$ cat config.mk
export PLATFORM = sky130hd
export DESIGN_NAME = lpif_link_top
export DESIGN_NICKNAME = d
export VERILOG_FILES = /design/src/lpif_link_pkg.sv /design/src/phy_lane_pkg.sv /design/src/lane_stripe.sv /design/src/link_auto_sync.sv /design/src/lpif_link_top.sv /design/src/lpif_stream_pack.sv
export VERILOG_INCLUDE_DIRS = /design/src /design/src/include
export SDC_FILE = /design/constraint.sdc
export NUM_CORES = 1
export LEC_CHECK = 0
export BUFFER_PORTS_ARGS = -buffer_cell sky130_fd_sc_hd__clkbuf_2
export CAP_MARGIN = 20
export CELL_PAD_IN_SITES_DETAIL_PLACEMENT = 1
export CELL_PAD_IN_SITES_GLOBAL_PLACEMENT = 1
export CORE_MARGIN = 5
export CORE_UTILIZATION = 29
export DETAILED_ROUTE_END_ITERATION = 10
export PLACE_DENSITY_LB_ADDON = 0.1
export SETUP_SLACK_MARGIN = 0.02
export SLEW_MARGIN = 20
export SYNTH_ARGS = -nofsm -noshare
export SYNTH_HDL_FRONTEND = slang
export SYNTH_SLANG_ARGS = --single-unit
$ cat constraint.sdc
create_clock -name clk_wr -period 3.2 [get_ports clk_wr]
set_input_delay 0.64 -clock clk_wr [delete_from_list [all_inputs] [get_ports clk_wr]]
set_output_delay 0.64 -clock clk_wr [all_outputs]
set_load 0.005 [all_outputs]
$ cat src/include/lpif_link_config.svh
`ifndef LPIF_LINK_CONFIG_SVH
`define LPIF_LINK_CONFIG_SVH

////////////////////////////////////////////////////////////////////////////
// Link geometry
////////////////////////////////////////////////////////////////////////////

// Number of parallel PHY lanes
`define LANE_COUNT 4

// Bits per lane word, strobe and marker included
`define LANE_WIDTH 24

////////////////////////////////////////////////////////////////////////////
// User side
////////////////////////////////////////////////////////////////////////////

// LPIF payload width, a multiple of 8
`define DATA_WIDTH 64

// Debug word counters wrap at this width
`define DBG_WIDTH 16

`endif

$ cat src/lpif_link_pkg.sv
`include "lpif_link_config.svh"

package lpif_link_pkg;

  ////////////////////////////////////////////////////////////////////////////
  // LPIF stream fields
  ////////////////////////////////////////////////////////////////////////////

  typedef logic [3:0] lpif_state_t;
  typedef logic [1:0] protid_t;
  typedef logic [`DATA_WIDTH-1:0] lpif_data_t;

  // Index of the first valid byte
  typedef logic [2:0] bstart_t;

  // One bit per data byte
  typedef logic [`DATA_WIDTH/8-1:0] bvalid_t;

  // Field order sets the bit layout on the link, valid lands in bit 0
  typedef struct packed {
    lpif_state_t state;
    protid_t     protid;
    lpif_data_t  data;
    bstart_t     bstart;
    bvalid_t     bvalid;
    logic        valid;
  } lpif_stream_t;

  ////////////////////////////////////////////////////////////////////////////
  // Status
  ////////////////////////////////////////////////////////////////////////////

  typedef logic [`DBG_WIDTH-1:0] dbg_count_t;

endpackage

$ cat src/phy_lane_pkg.sv
`include "lpif_link_config.svh"

package phy_lane_pkg;

  ////////////////////////////////////////////////////////////////////////////
  // Lane side words
  ////////////////////////////////////////////////////////////////////////////

  // Bit 0 strobe, bit 1 marker, payload above
  typedef logic [`LANE_WIDTH-1:0] lane_word_t;
  typedef logic [`LANE_WIDTH-3:0] lane_payload_t;

  // All lane payloads back to back, lane 0 in the low bits
  typedef logic [`LANE_COUNT*(`LANE_WIDTH-2)-1:0] link_word_t;

  typedef struct packed {
    lane_word_t [`LANE_COUNT-1:0] lane;
  } lane_bus_t;

  ////////////////////////////////////////////////////////////////////////////
  // Auto sync
  ////////////////////////////////////////////////////////////////////////////

  typedef logic [7:0] delay_t;

  typedef enum logic [1:0] {
    SYNC_OFFLINE,
    SYNC_COUNT,
    SYNC_ONLINE
  } sync_state_e;

endpackage

$ cat src/lane_stripe.sv
`timescale 1ns/1ns

`include "lpif_link_config.svh"

module lane_stripe
  import phy_lane_pkg::*;
(
  input  logic       clk_wr,
  input  logic       arst_n,
  input  logic       tx_online_delay,
  input  link_word_t tx_link_word,
  output lane_bus_t  tx_lanes,
  input  lane_bus_t  rx_lanes,
  output link_word_t rx_link_word,
  output logic       rx_strobe_seen
);

  localparam int PAYLOAD_W   = $bits(lane_payload_t);
  localparam int STB_BIT     = 0;
  localparam int MRK_BIT     = 1;
  localparam int PAYLOAD_LSB = 2;
  localparam int LAST_LANE   = `LANE_COUNT - 1;

  lane_bus_t tx_lanes_next;

  ////////////////////////////////////////////////////////////////////////////
  // Transmit striping
  ////////////////////////////////////////////////////////////////////////////

  always_comb begin
    tx_lanes_next = '0;
    for (int i = 0; i < `LANE_COUNT; i++) begin
      tx_lanes_next.lane[i][`LANE_WIDTH-1:PAYLOAD_LSB] =
        tx_link_word[i*PAYLOAD_W +: PAYLOAD_W];
    end
    // Persistent strobe and marker
    tx_lanes_next.lane[0][STB_BIT]         = 1'b1;
    tx_lanes_next.lane[LAST_LANE][MRK_BIT] = 1'b1;
  end

  // Lanes stay quiet until auto sync lets the link go online
  always_ff @(posedge clk_wr or negedge arst_n) begin
    if (!arst_n) begin
      tx_lanes <= '0;
    end else if (tx_online_delay) begin
      tx_lanes <= tx_lanes_next;
    end else begin
      tx_lanes <= '0;
    end
  end

  ////////////////////////////////////////////////////////////////////////////
  // Receive reassembly
  ////////////////////////////////////////////////////////////////////////////

  always_comb begin
    rx_link_word = '0;
    for (int i = 0; i < `LANE_COUNT; i++) begin
      rx_link_word[i*PAYLOAD_W +: PAYLOAD_W] =
        rx_lanes.lane[i][`LANE_WIDTH-1:PAYLOAD_LSB];
    end
  end

  // Lane 0 strobe qualifies the whole word
  assign rx_strobe_seen = rx_lanes.lane[0][STB_BIT];

  ////////////////////////////////////////////////////////////////////////////
  // Checks
  ////////////////////////////////////////////////////////////////////////////

  a_quiet_offline: assert property (
    @(posedge clk_wr) disable iff (!arst_n)
    !tx_online_delay |=> (tx_lanes == '0)
  ) else $error("tx_lanes active after tx_online_delay was low");

endmodule

$ cat src/link_auto_sync.sv
`timescale 1ns/1ns

module link_auto_sync
  import phy_lane_pkg::*;
(
  input  logic   clk_wr,
  input  logic   arst_n,
  input  logic   tx_online,
  input  logic   rx_online,
  input  delay_t delay_x_value,
  input  delay_t delay_xz_value,
  input  delay_t delay_yz_value,
  output logic   tx_online_delay,
  output logic   rx_online_delay
);

  // Channel 0 is tx, channel 1 is rx
  localparam int NUM_CH = 2;

  // One extra bit holds the rx sum of two delays
  localparam int CNT_W = $bits(delay_t) + 1;

  logic [NUM_CH-1:0] online_in;
  logic [NUM_CH-1:0] online_out;
  logic [CNT_W-1:0]  load_val [NUM_CH];

  ////////////////////////////////////////////////////////////////////////////
  // Per channel delay values
  ////////////////////////////////////////////////////////////////////////////

  assign online_in = {rx_online, tx_online};

  assign load_val[0] = {1'b0, delay_xz_value};

  // Word alignment time plus the rx settle time
  assign load_val[1] = {1'b0, delay_x_value} + {1'b0, delay_yz_value};

  assign tx_online_delay = online_out[0];
  assign rx_online_delay = online_out[1];

  ////////////////////////////////////////////////////////////////////////////
  // Delay FSMs
  ////////////////////////////////////////////////////////////////////////////

  for (genvar ch = 0; ch < NUM_CH; ch++) begin : g_sync
    sync_state_e      state;
    logic [CNT_W-1:0] cnt;

    always_ff @(posedge clk_wr or negedge arst_n) begin
      if (!arst_n) begin
        state <= SYNC_OFFLINE;
        cnt   <= '0;
      end else begin
        case (state)
          SYNC_OFFLINE: begin
            if (online_in[ch]) begin
              // Zero delay goes online at the same edge
              if (load_val[ch] == '0) begin
                state <= SYNC_ONLINE;
              end else begin
                state <= SYNC_COUNT;
                cnt   <= load_val[ch] - 1'b1;
              end
            end
          end
          SYNC_COUNT: begin
            if (!online_in[ch]) begin
              state <= SYNC_OFFLINE;
            end else if (cnt == '0) begin
              state <= SYNC_ONLINE;
            end else begin
              cnt <= cnt - 1'b1;
            end
          end
          SYNC_ONLINE: begin
            if (!online_in[ch]) begin
              state <= SYNC_OFFLINE;
            end
          end
          default: begin
            state <= SYNC_OFFLINE;
          end
        endcase
      end
    end

    assign online_out[ch] = (state == SYNC_ONLINE);

    // A dropped input takes the delayed level down by the next edge
    a_drop_follows: assert property (
      @(posedge clk_wr) disable iff (!arst_n)
      !online_in[ch] |=> !online_out[ch]
    ) else $error("online_delay of channel %0d stayed high after its input dropped", ch);
  end

endmodule

$ cat src/lpif_link_top.sv
`timescale 1ns/1ns

module lpif_link_top
  import lpif_link_pkg::*;
  import phy_lane_pkg::*;
(
  input  logic         clk_wr,
  input  logic         arst_n,
  input  logic         tx_online,
  input  logic         rx_online,
  input  delay_t       delay_x_value,
  input  delay_t       delay_xz_value,
  input  delay_t       delay_yz_value,
  input  lpif_stream_t upstream,
  output lpif_stream_t downstream,
  output lane_bus_t    tx_lanes,
  input  lane_bus_t    rx_lanes,
  output dbg_count_t   tx_debug_status,
  output dbg_count_t   rx_debug_status
);

  logic       tx_online_delay;
  logic       rx_online_delay;
  link_word_t tx_link_word;
  link_word_t rx_link_word;
  logic       rx_strobe_seen;

  ////////////////////////////////////////////////////////////////////////////
  // Auto sync
  ////////////////////////////////////////////////////////////////////////////

  link_auto_sync u_auto_sync (
    .clk_wr          (clk_wr),
    .arst_n          (arst_n),
    .tx_online       (tx_online),
    .rx_online       (rx_online),
    .delay_x_value   (delay_x_value),
    .delay_xz_value  (delay_xz_value),
    .delay_yz_value  (delay_yz_value),
    .tx_online_delay (tx_online_delay),
    .rx_online_delay (rx_online_delay)
  );

  ////////////////////////////////////////////////////////////////////////////
  // PHY lanes
  ////////////////////////////////////////////////////////////////////////////

  lane_stripe u_lane_stripe (
    .clk_wr          (clk_wr),
    .arst_n          (arst_n),
    .tx_online_delay (tx_online_delay),
    .tx_link_word    (tx_link_word),
    .tx_lanes        (tx_lanes),
    .rx_lanes        (rx_lanes),
    .rx_link_word    (rx_link_word),
    .rx_strobe_seen  (rx_strobe_seen)
  );

  ////////////////////////////////////////////////////////////////////////////
  // User streams
  ////////////////////////////////////////////////////////////////////////////

  lpif_stream_pack u_stream_pack (
    .clk_wr          (clk_wr),
    .arst_n          (arst_n),
    .upstream        (upstream),
    .tx_online_delay (tx_online_delay),
    .tx_link_word    (tx_link_word),
    .rx_link_word    (rx_link_word),
    .rx_strobe_seen  (rx_strobe_seen),
    .rx_online_delay (rx_online_delay),
    .downstream      (downstream),
    .tx_debug_status (tx_debug_status),
    .rx_debug_status (rx_debug_status)
  );

endmodule

$ cat src/lpif_stream_pack.sv
`timescale 1ns/1ns

module lpif_stream_pack
  import lpif_link_pkg::*;
  import phy_lane_pkg::*;
(
  input  logic         clk_wr,
  input  logic         arst_n,
  input  lpif_stream_t upstream,
  input  logic         tx_online_delay,
  output link_word_t   tx_link_word,
  input  link_word_t   rx_link_word,
  input  logic         rx_strobe_seen,
  input  logic         rx_online_delay,
  output lpif_stream_t downstream,
  output dbg_count_t   tx_debug_status,
  output dbg_count_t   rx_debug_status
);

  localparam int STREAM_W = $bits(lpif_stream_t);

  lpif_stream_t rx_word;
  logic         rx_ok;
  logic         rx_take;

  ////////////////////////////////////////////////////////////////////////////
  // Pack and unpack
  ////////////////////////////////////////////////////////////////////////////

  // Spare link bits above the stream go out as zero
  assign tx_link_word = link_word_t'(upstream);

  assign rx_word = lpif_stream_t'(rx_link_word[STREAM_W-1:0]);
  assign rx_ok   = rx_online_delay && rx_strobe_seen;
  assign rx_take = rx_ok && rx_word.valid;

  // Fields hold while the receive side is not usable
  always_ff @(posedge clk_wr or negedge arst_n) begin
    if (!arst_n) begin
      downstream <= '0;
    end else begin
      downstream.valid <= rx_take;
      if (rx_ok) begin
        downstream.state  <= rx_word.state;
        downstream.protid <= rx_word.protid;
        downstream.data   <= rx_word.data;
        downstream.bstart <= rx_word.bstart;
        downstream.bvalid <= rx_word.bvalid;
      end
    end
  end

  ////////////////////////////////////////////////////////////////////////////
  // Debug counters
  ////////////////////////////////////////////////////////////////////////////

  always_ff @(posedge clk_wr or negedge arst_n) begin
    if (!arst_n) begin
      tx_debug_status <= '0;
      rx_debug_status <= '0;
    end else begin
      if (upstream.valid && tx_online_delay) begin
        tx_debug_status <= tx_debug_status + 1'b1;
      end
      if (rx_take) begin
        rx_debug_status <= rx_debug_status + 1'b1;
      end
    end
  end

  a_rx_gated: assert property (
    @(posedge clk_wr) disable iff (!arst_n)
    !rx_online_delay |=> !downstream.valid
  ) else $error("downstream.valid high after rx_online_delay was low");

endmodule

==> metrics <==
status completed; Startpoint Class primary input; worst vdd ir 330 uV; Slew Limit Fails 0; largest fanout on the critical path 6; vias in the first global route 7635; crit path kind primary input to flip-flop; worst slack, placed -34.4 ps; fin nets 1366; synth-to-layout area growth 36.9%; number of routed nets with antenna violations 0; RSZ-0062 raised after global routing false; Clk Latency, worst-skew pair 530 ps; fin area 0.0126 mm2; HP Class primary input to asynchronous set/reset pin; Post-Route M1 WL 11400 um; Row Count 65; IO Port Bufs 390; vias per cell 4.54; EDFF count, synth 0; layout cell share with drive strength beyond 1 48.8%; Rel. slew slack 50.6%; CP Data Arrival Time 3080 ps; delay-heaviest family, CP simple AND/OR/NAND/NOR gates; CP Buf/Inv Count 3; Setup TNS 0 ps; Final WS setup 529 ps; post-cts sizing count 0; CORE AREA 0.0314 mm2; share of the synthesized area in the top cell type 59.6%; CTS root buf clkbuf_16; reg2reg start u_auto_sync.g_sync[1].state[1]$_DFFE_PN0P_; Initial Utilization 29.3%; Tmin final 2670 ps; # setup viols final 0; die area 0.0354 mm2; CP endpoint kind flip-flop; Max Freq 374 MHz; register area share after synthesis 59.6%; PwrDens 538 mW/mm2; Final Hold Vio Count 0; syn_area_per_cell 12.6 um2; Post-Route WL 28700 um; CP Cell Sequence clkbuf_2, ha_1, fa_1, a211o_1, buf_4, a21oi_1, o22ai_1, nor3_1, and4bb_4, nand2b_4, inv_6, mux2_4; Non-Filler Instances 1568; Setup Fix Bufs, Post-CTS 0; hpwl dp 22000 um; n_diodes 0; worst path required time 3610 ps; Power Total 6.78 mW; Cells after DPL 1521; Clock Path Buffers 3; Synth Cell Area 0.00919 mm2; Wirelength per Cell 18.3 um; first-pass GRT wire length 45100 um; Die W 188 um; fillers 3550; TritonRoute pass-1 iters 4; placed inst area 0.0118 mm2; Die Span Y 188 um; gpl congestion 0.731; DRC violations left 0; Synth area leader dfrtp_1; Synth area leaders dfrtp_1 (60%), mux2_2 (11%), and2_1 (5.7%); CTS clk-pin slew, worst paths 60 ps; clock skew 13.8 ps; Synth Instances 729; top_reg_cell synth dfrtp_1; Worst Setup SP delay_x_value[0]; Num CTS Buffers 26; max layer used met5; I/O pin total 416; YS warnings 0; asr flop ratio synth 100%; Synth Register Bits 219; Pleak 6.83 nW; largest net degree at the start of global routing 90; Final period util 83.5%; CTS Sinks 219; max_cap viols 0; hold_buf cts 0; slowest stage delay, CP 390 ps; Vias 7118; initial antenna violation count 1; CTS tree built; actual slew at the worst max-slew pin 741 ps; H-tree depth 1; GRT Residual Overflow 0; met2 WL 14000 um; Distinct cells, synth 66; Crit-path slowest cell fa_1; DR WL met3 2570 um; initial drt markers 140; total global-route track usage 15.8%
-- cell usage in the layout (no fill, tap or decap), types with 5 or more instances in the layout --
cell	n
mux2_2	86
or3_1	5
conb_1	12
dfrtp_1	219
inv_1	10
and3_1	5
xor2_1	11
o31ai_1	5
xnor2_1	23
nand4_1	9
clkinv_2	9
mux2i_1	12
clkbuf_8	7
a21oi_1	16
and2_1	84
nand3_1	22
clkbuf_16	26
buf_4	25
nor2_1	33
ha_1	12
nand2_1	26
o21ai_0	21
nor3_1	19
clkbuf_2	389
-- worst paths after layout --
| path | slack (ps) | cells after the start | endpoint |
|---|---|---|---|
| worst min-delay path | 130 | 1 | u_stream_pack.rx_debug_status[15]$_DFFE_PN0P_ |
| worst min register to register | 480 | 1 | u_stream_pack.rx_debug_status[15]$_DFFE_PN0P_ |
| min in group clk_wr | 310 | 2 | u_lane_stripe.tx_lanes[9]$_DFF_PN0_ |
| worst max register to register | 740 | 8 | u_auto_sync.g_sync[1].cnt[4]$_DFFE_PN0P_ |
| max in group asynchronous | 2290 | 2 | u_lane_stripe.tx_lanes[35]$_DFF_PN0_ |
| worst max-delay path | 530 | 12 | u_auto_sync.g_sync[1].cnt[4]$_DFFE_PN0P_ |
-- through the flow --
stage	utilization, %	hold WS, ps
final	40.1	134
after global routing	40.1	170
after CTS	40.1	145
after detailed placement	37.4	468
after global placement	37.4	463
after floorplan	-	344
-- cells by family after synthesis --
kind of cell / after synthesis / share of synthesized area, %
compound gates: 77 / 5.81
flops: 219 / 59.6
buf+inv: 50 / 2.72
other cells: 1 / 0.0408
xor+xnor: 34 / 3.24
mux: 102 / 12.5
fa+ha+maj: 13 / 1.85
simple gates: 233 / 14.2
-- layout make-up --
class | instances | area, um2 | area share (%)
timing repair buffer | 418 | 2210 | 17.6
clock inverter | 13 | 83.8 | 0.666
tap | 402 | 503 | 4.00
inverter | 11 | 46.3 | 0.368
sequential | 219 | 5480 | 43.5
clock buffer | 34 | 751 | 5.96
multi-input combinational | 471 | 3510 | 27.9
-- synthesized netlist by cell type, types with 2 or more instances --
master and instances:
mux2i_1 12, nand2_1 26, nand2b_1 3, o211ai_1 4
nor2b_1 4, buf_4 13, o21ai_0 21, nor4b_1 2
or2_1 2, o31ai_1 5, and2_1 84, a211o_1 2
nand3b_1 2, mux2_2 86, a21oi_1 16, mux2_4 4
clkbuf_1 23, nand3_1 22, nor3_1 19, and3_1 5
a211oi_1 2, nand4_1 9, ha_1 12, dfrtp_1 219
a31oi_1 3, xor2_1 11, xnor2_1 23, inv_1 10
a21o_1 2, nor2_1 34, or3_1 5, nor3b_1 4
o22ai_1 3, or4_1 2, o21a_1 4
-- sequential cells by signal, indices dropped and copies added, names as in the netlist --
name / cells
u_stream_pack.tx_debug_status: 16
u_auto_sync.g_sync.state: 4
u_stream_pack.downstream: 82
u_stream_pack.rx_debug_status: 16
u_lane_stripe.tx_lanes: 83
u_auto_sync.g_sync.cnt: 18
-- where the power goes --
group	internal, mW	total (mW)	switching (mW)
registers	2.93	3.08	0.144
clock network	1.65	2.84	1.19
logic	0.444	0.856	0.412
-- layer usage --
| layer | global-route usage, % | up-vias |
|---|---|---|
| li1 | - | 3339 |
| met1 | 19.0 | 3467 |
| met3 | 5.77 | 49 |
| met4 | 4.35 | 2 |
| met5 | 0 | - |
| met2 | 26.8 | 261 |
(Power assumes the default switching activity.)
